$ cat src/source/rob_cfg_pkg.sv
// Sizing constants of the reorder buffer; the top level takes its parameter defaults from here
package rob_cfg_pkg;

   // log2 of the bank count
   // Issue width and commit width both equal the bank count
   localparam int p_banks_def = 1;

   // log2 of the entries held by one bank
   localparam int p_depth_def = 3;

   // Writeback lanes into the buffer
   localparam int wb_lanes = 2;

   // Program counter width
   localparam int pc_w = 32;

   // Result word width
   localparam int xlen = 32;

   // Architectural destination register index
   localparam int reg_aw = 5;

endpackage

$ cat src/source/rob_types_pkg.sv
// Payload types carried by the reorder buffer; imported by the banks and the top level
package rob_types_pkg;

   // Written at push time, read back at commit
   typedef struct packed {
      logic [rob_cfg_pkg::pc_w-1:0]   pc;
      logic [rob_cfg_pkg::reg_aw-1:0] rd;
   } issue_payload_t;

   // Written by a writeback lane, read back at commit
   typedef struct packed {
      logic [rob_cfg_pkg::xlen-1:0] result;
      logic                         exc;
   } wb_result_t;

endpackage

$ cat src/source/rob_entry_store.sv
// Register array with one write port and an asynchronous read, used for each bank payload type
`timescale 1ns/1ps

module rob_entry_store #(
   parameter type entry_t = rob_types_pkg::issue_payload_t,
   parameter int  P_DEPTH = rob_cfg_pkg::p_depth_def
) (
   input  logic               clk,
   input  logic               we,
   input  logic [P_DEPTH-1:0] waddr,
   input  entry_t             wdata,
   input  logic [P_DEPTH-1:0] raddr,
   output entry_t             rdata
);
   localparam int DEPTH = 2**P_DEPTH;

   entry_t mem [DEPTH];

   always_ff @(posedge clk)
   begin
      if (we)
         mem[waddr] <= wdata;
   end

   // Head of the bank is visible in the same cycle
   assign rdata = mem[raddr];

endmodule

$ cat src/source/rob_bank.sv
// One reorder buffer bank, a circular queue of entries with done flags and two payload stores
`timescale 1ns/1ps

module rob_bank #(
   parameter int P_DEPTH = rob_cfg_pkg::p_depth_def
) (
   input  logic                          clk,
   input  logic                          rst_n,
   input  logic                          flush,
   input  logic                          push,
   input  rob_types_pkg::issue_payload_t push_data,
   input  logic                          pop,
   input  logic                          wb_en,
   input  logic [P_DEPTH-1:0]            wb_slot,
   input  rob_types_pkg::wb_result_t     wb_data,
   output logic                          not_full,
   output logic [P_DEPTH-1:0]            wr_slot,
   output rob_types_pkg::issue_payload_t head_payload,
   output rob_types_pkg::wb_result_t     head_result,
   output logic                          head_done
);
   import rob_types_pkg::*;

   localparam int DEPTH = 2**P_DEPTH;

   logic [P_DEPTH-1:0] rd_ptr;
   logic [P_DEPTH-1:0] wr_ptr;
   logic [P_DEPTH:0]   count;
   logic [DEPTH-1:0]   done;

   always_ff @(posedge clk or negedge rst_n)
   begin
      if (!rst_n)
      begin
         rd_ptr <= '0;
         wr_ptr <= '0;
         count  <= '0;
      end
      else if (flush)
      begin
         rd_ptr <= '0;
         wr_ptr <= '0;
         count  <= '0;
      end
      else
      begin
         if (push)
            wr_ptr <= wr_ptr + 1'b1;
         if (pop)
            rd_ptr <= rd_ptr + 1'b1;
         if (push && !pop)
            count <= count + 1'b1;
         else if (!push && pop)
            count <= count - 1'b1;
      end
   end

   // New entry starts pending, its writeback marks it done
   always_ff @(posedge clk or negedge rst_n)
   begin
      if (!rst_n)
         done <= '0;
      else
      begin
         if (push && !flush)
            done[wr_ptr] <= 1'b0;
         if (wb_en)
            done[wb_slot] <= 1'b1;
      end
   end

   assign not_full  = count != (P_DEPTH+1)'(DEPTH);
   assign wr_slot   = wr_ptr;
   assign head_done = done[rd_ptr] && (count != '0);

   rob_entry_store #(
      .entry_t (issue_payload_t),
      .P_DEPTH (P_DEPTH)
   ) i_payload_store (
      .clk   (clk),
      .we    (push),
      .waddr (wr_ptr),
      .wdata (push_data),
      .raddr (rd_ptr),
      .rdata (head_payload)
   );

   rob_entry_store #(
      .entry_t (wb_result_t),
      .P_DEPTH (P_DEPTH)
   ) i_result_store (
      .clk   (clk),
      .we    (wb_en),
      .waddr (wb_slot),
      .wdata (wb_data),
      .raddr (rd_ptr),
      .rdata (head_result)
   );

endmodule

$ cat src/source/rob_ring_ptr.sv
// Head and tail bank pointers of the reorder buffer, expanded into per-bank push and pop enables
`timescale 1ns/1ps

module rob_ring_ptr #(
   parameter int P_BANKS = rob_cfg_pkg::p_banks_def
) (
   input  logic               clk,
   input  logic               rst_n,
   input  logic               flush,
   input  logic [P_BANKS:0]   push_size,
   input  logic [P_BANKS:0]   pop_size,
   output logic [P_BANKS-1:0] head,
   output logic [P_BANKS-1:0] tail,
   output logic               bank_push [2**P_BANKS],
   output logic               bank_pop [2**P_BANKS]
);
   localparam int BANKS = 2**P_BANKS;

   logic [P_BANKS-1:0] tail_dist [BANKS];
   logic [P_BANKS-1:0] head_dist [BANKS];

   // Distance wraps modulo the bank count
   for (genvar b = 0; b < BANKS; b++)
   begin : g_enable
      assign tail_dist[b] = P_BANKS'(b) - tail;
      assign head_dist[b] = P_BANKS'(b) - head;
      assign bank_push[b] = {1'b0, tail_dist[b]} < push_size;
      assign bank_pop[b]  = {1'b0, head_dist[b]} < pop_size;
   end

   always_ff @(posedge clk or negedge rst_n)
   begin
      if (!rst_n)
      begin
         head <= '0;
         tail <= '0;
      end
      else if (flush)
      begin
         head <= '0;
         tail <= '0;
      end
      else
      begin
         // A full group of BANKS leaves the pointer in place
         head <= head + pop_size[P_BANKS-1:0];
         tail <= tail + push_size[P_BANKS-1:0];
      end
   end

endmodule

$ cat src/source/rob_wb_route.sv
// Writeback bank conflict check and steering of accepted writebacks onto the bank write ports
`timescale 1ns/1ps

module rob_wb_route #(
   parameter int P_BANKS = rob_cfg_pkg::p_banks_def,
   parameter int P_DEPTH = rob_cfg_pkg::p_depth_def
) (
   input  logic                      wb_valid [rob_cfg_pkg::wb_lanes],
   input  logic [P_BANKS-1:0]        wb_bank [rob_cfg_pkg::wb_lanes],
   input  logic [P_DEPTH-1:0]        wb_slot [rob_cfg_pkg::wb_lanes],
   input  rob_types_pkg::wb_result_t wb_result [rob_cfg_pkg::wb_lanes],
   output logic                      wb_ready [rob_cfg_pkg::wb_lanes],
   output logic                      bank_wb_en [2**P_BANKS],
   output logic [P_DEPTH-1:0]        bank_wb_slot [2**P_BANKS],
   output rob_types_pkg::wb_result_t bank_wb_data [2**P_BANKS]
);
   import rob_cfg_pkg::*;

   localparam int BANKS = 2**P_BANKS;

   logic wb_take [wb_lanes];

   // Lane 0 never waits, a higher lane yields to any valid lower lane on its bank
   always_comb
   begin
      for (int l = 0; l < wb_lanes; l++)
      begin
         wb_ready[l] = 1'b1;
         for (int k = 0; k < l; k++)
         begin
            if (wb_valid[k] && (wb_bank[k] == wb_bank[l]))
               wb_ready[l] = 1'b0;
         end
         wb_take[l] = wb_valid[l] && wb_ready[l];
      end
   end

   // At most one accepted lane hits a bank, so OR merging is safe
   always_comb
   begin
      for (int b = 0; b < BANKS; b++)
      begin
         bank_wb_en[b]   = 1'b0;
         bank_wb_slot[b] = '0;
         bank_wb_data[b] = '0;
         for (int l = 0; l < wb_lanes; l++)
         begin
            if (wb_take[l] && (wb_bank[l] == P_BANKS'(b)))
            begin
               bank_wb_en[b]   = 1'b1;
               bank_wb_slot[b] = bank_wb_slot[b] | wb_slot[l];
               bank_wb_data[b] = bank_wb_data[b] | wb_result[l];
            end
         end
      end
   end

endmodule

$ cat src/source/rob_commit_sel.sv
// Commit lane selection, rotates the bank heads into program order and builds the valid prefix
`timescale 1ns/1ps

module rob_commit_sel #(
   parameter int P_BANKS = rob_cfg_pkg::p_banks_def
) (
   input  logic [P_BANKS-1:0]            head,
   input  rob_types_pkg::issue_payload_t bank_payload [2**P_BANKS],
   input  rob_types_pkg::wb_result_t     bank_result [2**P_BANKS],
   input  logic                          bank_done [2**P_BANKS],
   output logic                          cmt_valid [2**P_BANKS],
   output rob_types_pkg::issue_payload_t cmt_payload [2**P_BANKS],
   output rob_types_pkg::wb_result_t     cmt_result [2**P_BANKS]
);
   localparam int LANES = 2**P_BANKS;

   logic [P_BANKS-1:0] lane_bank [LANES];

   // Lane 0 always holds the oldest entry
   for (genvar i = 0; i < LANES; i++)
   begin : g_lane
      assign lane_bank[i]   = head + P_BANKS'(i);
      assign cmt_payload[i] = bank_payload[lane_bank[i]];
      assign cmt_result[i]  = bank_result[lane_bank[i]];
   end

   // A lane commits only behind a run of done lanes
   always_comb
   begin
      cmt_valid[0] = bank_done[lane_bank[0]];
      for (int i = 1; i < LANES; i++)
      begin
         cmt_valid[i] = cmt_valid[i-1] && bank_done[lane_bank[i]];
      end
   end

endmodule

$ cat src/source/rob_top.sv
// Banked reorder buffer top level, the DUT seen by the issue, writeback and commit stages
`timescale 1ns/1ps

module rob_top #(
   parameter int P_BANKS = rob_cfg_pkg::p_banks_def,
   parameter int P_DEPTH = rob_cfg_pkg::p_depth_def
) (
   input  logic                          clk,
   input  logic                          rst_n,
   input  logic                          flush,
   // Issue side
   input  logic [P_BANKS:0]              push_size,
   input  rob_types_pkg::issue_payload_t push_payload [2**P_BANKS],
   output logic                          push_ready,
   output logic [P_BANKS-1:0]            free_bank [2**P_BANKS],
   output logic [P_DEPTH-1:0]            free_slot [2**P_BANKS],
   // Writeback side
   input  logic                          wb_valid [rob_cfg_pkg::wb_lanes],
   input  logic [P_BANKS-1:0]            wb_bank [rob_cfg_pkg::wb_lanes],
   input  logic [P_DEPTH-1:0]            wb_slot [rob_cfg_pkg::wb_lanes],
   input  rob_types_pkg::wb_result_t     wb_result [rob_cfg_pkg::wb_lanes],
   output logic                          wb_ready [rob_cfg_pkg::wb_lanes],
   // Commit side
   output logic                          cmt_valid [2**P_BANKS],
   output rob_types_pkg::issue_payload_t cmt_payload [2**P_BANKS],
   output rob_types_pkg::wb_result_t     cmt_result [2**P_BANKS],
   input  logic [P_BANKS:0]              cmt_pop_size
);
   import rob_types_pkg::*;

   localparam int BANKS = 2**P_BANKS;

   logic [P_BANKS-1:0] head;
   logic [P_BANKS-1:0] tail;
   logic               bank_push [BANKS];
   logic               bank_pop [BANKS];
   logic               bank_wb_en [BANKS];
   logic [P_DEPTH-1:0] bank_wb_slot [BANKS];
   wb_result_t         bank_wb_data [BANKS];
   logic               bank_not_full [BANKS];
   logic [P_DEPTH-1:0] bank_wr_slot [BANKS];
   issue_payload_t     bank_payload [BANKS];
   wb_result_t         bank_result [BANKS];
   logic               bank_done [BANKS];
   logic [P_BANKS-1:0] push_lane [BANKS];

   rob_ring_ptr #(
      .P_BANKS (P_BANKS)
   ) i_ring_ptr (
      .clk       (clk),
      .rst_n     (rst_n),
      .flush     (flush),
      .push_size (push_size),
      .pop_size  (cmt_pop_size),
      .head      (head),
      .tail      (tail),
      .bank_push (bank_push),
      .bank_pop  (bank_pop)
   );

   for (genvar b = 0; b < BANKS; b++)
   begin : g_bank
      // Issue lane whose entry lands in this bank
      assign push_lane[b] = P_BANKS'(b) - tail;

      rob_bank #(
         .P_DEPTH (P_DEPTH)
      ) i_bank (
         .clk          (clk),
         .rst_n        (rst_n),
         .flush        (flush),
         .push         (bank_push[b]),
         .push_data    (push_payload[push_lane[b]]),
         .pop          (bank_pop[b]),
         .wb_en        (bank_wb_en[b]),
         .wb_slot      (bank_wb_slot[b]),
         .wb_data      (bank_wb_data[b]),
         .not_full     (bank_not_full[b]),
         .wr_slot      (bank_wr_slot[b]),
         .head_payload (bank_payload[b]),
         .head_result  (bank_result[b]),
         .head_done    (bank_done[b])
      );
   end

   rob_wb_route #(
      .P_BANKS (P_BANKS),
      .P_DEPTH (P_DEPTH)
   ) i_wb_route (
      .wb_valid     (wb_valid),
      .wb_bank      (wb_bank),
      .wb_slot      (wb_slot),
      .wb_result    (wb_result),
      .wb_ready     (wb_ready),
      .bank_wb_en   (bank_wb_en),
      .bank_wb_slot (bank_wb_slot),
      .bank_wb_data (bank_wb_data)
   );

   rob_commit_sel #(
      .P_BANKS (P_BANKS)
   ) i_commit_sel (
      .head         (head),
      .bank_payload (bank_payload),
      .bank_result  (bank_result),
      .bank_done    (bank_done),
      .cmt_valid    (cmt_valid),
      .cmt_payload  (cmt_payload),
      .cmt_result   (cmt_result)
   );

   // Slots offered to issue, lane i goes to the bank i steps past the tail
   for (genvar l = 0; l < BANKS; l++)
   begin : g_free
      assign free_bank[l] = tail + P_BANKS'(l);
      assign free_slot[l] = bank_wr_slot[free_bank[l]];
   end

   // One full bank stalls the whole issue group
   always_comb
   begin
      push_ready = 1'b1;
      for (int b = 0; b < BANKS; b++)
      begin
         push_ready = push_ready & bank_not_full[b];
      end
   end

endmodule

$ cat config.mk
export PLATFORM = sky130hd
export DESIGN_NAME = rob_top
export DESIGN_NICKNAME = d
export VERILOG_FILES = /design/src/source/rob_cfg_pkg.sv /design/src/source/rob_types_pkg.sv /design/src/source/rob_entry_store.sv /design/src/source/rob_bank.sv /design/src/source/rob_ring_ptr.sv /design/src/source/rob_wb_route.sv /design/src/source/rob_commit_sel.sv /design/src/source/rob_top.sv
export SDC_FILE = /design/constraint.sdc
export NUM_CORES = 1
export LEC_CHECK = 0
export BUFFER_PORTS_ARGS = -buffer_cell sky130_fd_sc_hd__buf_4
export CORE_MARGIN = 4
export CORE_UTILIZATION = 60
export CTS_BUF_LIST = sky130_fd_sc_hd__clkbuf_8
export CTS_CLUSTER_SIZE = 25
export DETAILED_ROUTE_END_ITERATION = 10
export GPL_TIMING_DRIVEN = 0
export PLACE_DENSITY = 0.86
export SLEW_MARGIN = 20
export SYNTH_ARGS = -nofsm -noshare
export SYNTH_HDL_FRONTEND = slang
export SYNTH_SLANG_ARGS = --single-unit
$ cat constraint.sdc
create_clock -name clk -period 7.5 [get_ports clk]
set_clock_uncertainty 0.1 [all_clocks]
set_input_delay 0.375 -clock clk [delete_from_list [all_inputs] [get_ports clk]]
set_output_delay 0.375 -clock clk [all_outputs]
set_load 0.005 [all_outputs]
; ---- Word-level counts from Yosys, hierarchy flattened
; Memories as Yosys holds them, arrays and structs flattened.
; Index checks and enable logic that the tools add are counted.
[word_totals]
wordCells = 187
mem_count = 4
reg_bits = 38
ramBits = 1120
[classes]
n_eq_ne = 3
n_reduce_logical = 32
order_cmp = 20
bitwise = 19
addsub = 16
mux = 83
[mem_list]
columns = memory, words, word_bits, read_ports, rd_ports_with_merged_regs, wr, line_no
row1 = g_bank[0].i_bank.i_payload_store.mem, 8, 37, 1, 0, 1, rob_entry_store.sv:17  ; entry_t mem [DEPTH];
row2 = g_bank[1].i_bank.i_payload_store.mem, 8, 37, 1, 0, 1, rob_entry_store.sv:17
row3 = g_bank[0].i_bank.i_result_store.mem, 8, 33, 1, 0, 1, rob_entry_store.sv:17
row4 = g_bank[1].i_bank.i_result_store.mem, 8, 33, 1, 0, 1, rob_entry_store.sv:17
[op_table]
columns = cell, count
row1 = $mux W37, 12
row2 = $mux W33, 10
row3 = $or A33 B33 Y33, 2
row4 = $mux W3, 18
row5 = $mux W8, 4
row6 = $mux W1, 27
row7 = $lt A3 B4 Y1 const B, 6
row8 = $mux W4, 6
row9 = $logic_and A1 B1 Y1, 19
row10 = $and A8 B8 Y8, 2
row11 = $not A8 Y8, 2
row12 = $or A8 B8 Y8, 2
row13 = $add A3 B1 Y3 const B, 4
row14 = $demux W1 S3, 4
row15 = $ge A2 B2 Y1 const B, 6
row16 = $ge A3 B1 Y1 const B, 4
row17 = $not A1 Y2, 6
row18 = $add A4 B1 Y4 const B, 2
row19 = $lt A1 B2 Y1, 4
row20 = $ne A4 B4 Y1 const B, 2
row21 = $reduce_bool A2 Y1, 4
row22 = $reduce_bool A4 Y1, 2
row23 = $sub A4 B1 Y4 const B, 2
row24 = $bmux W1 S3, 2
row25 = other kinds (9), 21

; ---- Depth between registers and ports, before layout
[logic_depth]
depth_word = 12
mapped_depth = 12
mapped_depth_nobuf = 9

; ---- By module
; From an unflattened synthesis, not the netlist that was laid out.
[unflattened]
hier_cells = 2348
area_unflattened_um2 = 49432.4
[modules_own_cells]
columns = module, seq_area_each_um2, n_inst, area_per_inst_um2, cells_each
row1 = rob_entry_store at g_bank[0].i_bank.i_payload_store ..., 8888.5, 2, 11165.7, 440
row2 = rob_entry_store at g_bank[0].i_bank.i_result_store ..., 7927.6, 2, 9979.6, 394
row3 = rob_commit_sel, 0.0, 1, 2084.5, 158
row4 = rob_wb_route, 0.0, 1, 1524.0, 226
row5 = rob_top, 0.0, 1, 1386.3, 92
row6 = rob_bank at g_bank[1].i_bank, 450.4, 1, 1028.5, 97
row7 = rob_bank at g_bank[0].i_bank, 450.4, 1, 978.4, 93
row8 = rob_ring_ptr, 50.0, 1, 140.1, 14

; ---- Worst setup path before layout
; No wires, ideal clock.
[synth_timing]
path_type = reg2reg
start = register i_ring_ptr.tail
end = memory g_bank[0].i_bank.i_payload_store.mem[0][0] (netlist name) (enable)
path_stages_with_launch = 9
period_less_slack_ns = 4.635
arrival_time_ns = 4.058
t_required_ns = 6.923
setup_time_ns = 0.477
setup_slack_ns = 2.865
cell_sequence = dfrtp_1 > clkbuf_1 > clkbuf_1 > inv_1 > ha_1 > or2_1 > clkbuf_1 > nand2b_1 > nor3_1
[synth_via]
elab_chain_len = 4
[synth_lines]
columns = element, line_no
row1 = start: declaration, rob_ring_ptr.sv:13  ; output logic [P_BANKS-1:0] tail,
row2 = start signal: assignment, rob_ring_ptr.sv:47  ; tail <= tail + push_size[P_BANKS-1:0];
row3 = $sub A1 B1 Y1, rob_ring_ptr.sv:25  ; assign tail_dist[b] = P_BANKS'(b) - tail;
row4 = $lt A1 B2 Y1, rob_ring_ptr.sv:27  ; assign bank_push[b] = {1'b0, tail_dist[b]} < push_size;
row5 = $mux W1, rob_entry_store.sv:21  ; if (we)
row6 = $mux W1 (implied by the code), rob_entry_store.sv:22  ; mem[waddr] <= wdata;
row7 = end: declaration, rob_entry_store.sv:17
; No other way between the ends.

==> results_dict.tcl <==
set metrics [dict create \
    r2r-start "i_ring_ptr.head" \
    grt_max_degree 39 \
    clk_pin_slew_ns 0.08 \
    die_area_um2 83500 \
    startpoint "g_bank[1].i_bank.rd_ptr[2]" \
    crit_arrival_ns 3.97 \
    dp_hpwl_mm 91.7 \
    peakVddDrop_mv 0.235 \
    worstPathRequired_ns 7.03 \
    min-delay-start "wb_result[8]" \
    synth.distinct_cells 47 \
    cts-root-buf "clkbuf_8" \
    clockPowerShare 0.330 \
    ys_warn_count 0 \
    stdcell_area_um2 57700 \
    coreArea_um2 77800 \
    dp_slack_ns 3.85 \
    wirelength_mm 150 \
    p_per_area_nw_per_um2 263 \
    synth-seq-cells 1158 \
    worst_skew_pair.late_latency_ns 0.83 \
    cpLargestDelayFamily "buffers and inverters" \
    synth_edf_count 1120 \
    p_int_mw 11.0 \
    rsz0062_at_grt "false" \
    crit_buf_inv 4 \
    setup_violations 0 \
    min_path_type "in -> reg" \
    switching_share 0.276 \
    async_flop_share 0.0328 \
    drive_above_1_share 0.346 \
    yosysMostFrequentCell "edfxtp_1" \
    synth_mux_area_frac 0.215 \
    firstDrtPassIters 6 \
    startpoint_type "flop" \
    synth_area_um2 47300 \
    path_max_fanout 10 \
    hold_viol 0 \
    synth-compound-area-share 0.0197 \
    area_growth_pct 21.8 \
    grt_overflow 0 \
    avgSynthCellArea_um2 21.2 \
    post_cts_buffers 0 \
    critPathCaptureType "output pin" \
    viasPerCell 6.96 \
    slew_viol_final 0 \
    cp_slowest_stage_delay_ns 0.71 \
    antenna_found_initial 6 \
    hold_slack_ns 0.0467 \
    drtAntennaViolNets 0 \
    synthTopCellsByArea "edfxtp_1 (71%), mux4_2 (14%), mux2i_1 (6.0%)" \
    synthCells 2230 \
    timing.slew.headroom 0.184 \
    drc_errors 0 \
    period_share 0.593 \
    cp_common_cell "buf_2" \
    netlist.area_leader.share 0.710 \
    power_frac_comb 0.171 \
    gr-usage-all-layers 0.363 \
    status "finished, final reports clean" \
    h-tree-depth 4 \
    portBuffers 305 \
    p_leak_nw 19.1 \
    yosysSeqAreaShare 0.730 \
    final_util 0.741 \
    rows 102 \
    seq_power_share 0.500 \
    grt_pass1_wl_mm 212 \
    cap_violations 0 \
    fillers 3956 \
    synth_xor_area_frac 0.00203 \
    worst_slack_ns 3.06 \
    synth_nets 2401 \
    tightest_slew_ns 1.22 \
    cts_sinks 1158 \
    layout.nets 3154 \
    period_needed_ns 4.44 \
    crit_chain "buf_2 -> buf_2 -> buf_2 -> mux4_2 -> mux2i_1 -> mux2i_1 -> buf_4" \
    grt_pass1_vias 30400 \
    via_count 29000 \
    io_pins 310 \
    dpl_cell_area_um2 52400 \
    synth-simple-area-share 0.0127 \
    cp_slowest_cell "mux2i_1" \
    crit_type "reg -> out" \
    wl_per_cell_um 36.0 \
    synth_flop_cell "edfxtp_1" \
    ys_top_cells_by_count "edfxtp_1 (1120), mux2i_1 (286), mux4_2 (284), mux2_2 (82), a22o_1 (66)" \
    routabilityCongestion 0.879 \
    p_total_mw 15.2 \
    cts_made_buffers 176 \
    first_iter_violations 5186 \
    synth_top_family_by_area "multiplexers" \
    max_freq_mhz 225 \
    dieWidth_um 289 \
    die_h_um 289 \
    clock_path_buffers 3 \
    initial_core_util 0.608 \
    tritoncts "yes" \
    synth_top_area_cell "edfxtp_1" \
    switchingPower_mw 4.19 \
    synth_fa_ha_area_frac 0.00402 \
]
-- registers in the layout (all words and copies together), names as in the netlist --
register / count
g_bank.i_bank.done: 16
g_bank.i_bank.count: 8
g_bank.i_bank.rd_ptr: 6
i_ring_ptr.tail: 1
g_bank.i_bank.wr_slot: 6
g_bank.i_bank.i_payload_store.mem: 592
i_ring_ptr.head: 1
g_bank.i_bank.i_result_store.mem: 528
-- metal layers --
metal  part of all wire  vias to the layer above  wire length (um)  global-route usage
met4              0.080                        4             12000               0.236
met1               0.29                    14200             44100               0.429
met3               0.15                      792             22500               0.120
met5            0.00019                        -                29                   0
li1                   -                    10900                 -                   -
met2               0.47                     3101             71100               0.578
-- path summary, 6_finish.rpt --
| check | to | slack, ns | cells past startpoint |
|---|---|---|---|
| setup / recovery | cmt_payload[66] | 3.06 | 7 |
| hold / removal | g_bank[0].i_bank.i_result_store.mem[2][8] | 0.05 | 2 |
| setup reg to reg | g_bank[0].i_bank.count[3] | 3.66 | 11 |
| hold reg to reg | g_bank[0].i_bank.done[0] | 0.47 | 2 |
| max in group asynchronous | g_bank[1].i_bank.done[7] | 6.61 | 4 |
| min in group asynchronous | g_bank[1].i_bank.count[2] | 0.47 | 4 |
-- area by class of cell --
type	instances	area (um^2)	area share
sequential	1158	34600	0.600
buffer	132	711	0.0123
inverter	10	37.5	0.000651
antenna	4	10.0	0.000174
clock inverter	137	807	0.0140
timing repair buffer	575	5530	0.0959
multi-input combinational	930	12200	0.212
tap	1040	1300	0.0226
clock buffer	177	2440	0.0422
-- logic make-up after synthesis --
logic type / count (synthesis)
multiplexers: 653
buffers and inverters: 142
XOR/XNOR: 11
AO/OA/AOI/OAI: 126
flip-flops: 1158
adder cells (fa/ha/maj): 14
other: 1
AND/OR/NAND/NOR: 125
-- stage by stage --
| stage | cells | setup TNS [ns] |
|---|---|---|
| after floorplan | 2230 | 0 |
| after global placement | 3575 | -6.83 |
| after detailed placement | 3641 | 0 |
| after CTS | 4159 | 0 |
| after global routing | 4163 | 0 |
| final | 4163 | 0 |
-- placed cells by master, fill, tap and decap left out, drive strengths merged, types with 2 or more instances in the layout --
cell         count
ha              12
edfxtp        1120
a22o            66
diode            4
mux2i          286
o31ai            4
clkinvlp         3
mux2            83
or3              4
bufinv           5
a21o             2
xnor2            7
nand2b          12
or2             10
and2             3
clkinv          64
nand2           24
and3b            3
buf            453
dlygate4sd3    203
o21ai           34
fa               2
nor3            11
clkbuf         228
xor2             4
nor2            48
a21oi           10
mux4           284
a211oi           2
o311ai           2
inv             75
nand3            6
o21a             2
dfrtp           38
-- power by group through the flow --
| stage | logic [mW] | clock network [mW] | registers (mW) |
|---|---|---|---|
| after global placement | 2.19 | 0 | 7.67 |
| after CTS | 2.48 | 4.92 | 7.56 |
| after floorplan | 1.26 | 0 | 7.64 |
| after detailed placement | 2.34 | 0 | 7.68 |
| after global routing | 2.67 | 5.30 | 7.58 |
| final | 2.59 | 5.00 | 7.58 |
-- repair_timing --
action                     4_1_cts  5_1_grt
gates resized for setup          0        0
setup endpoints to repair        0        0
hold endpoints to repair      1076        0
hold buffers                   204        0
(Power assumes the default switching activity.)
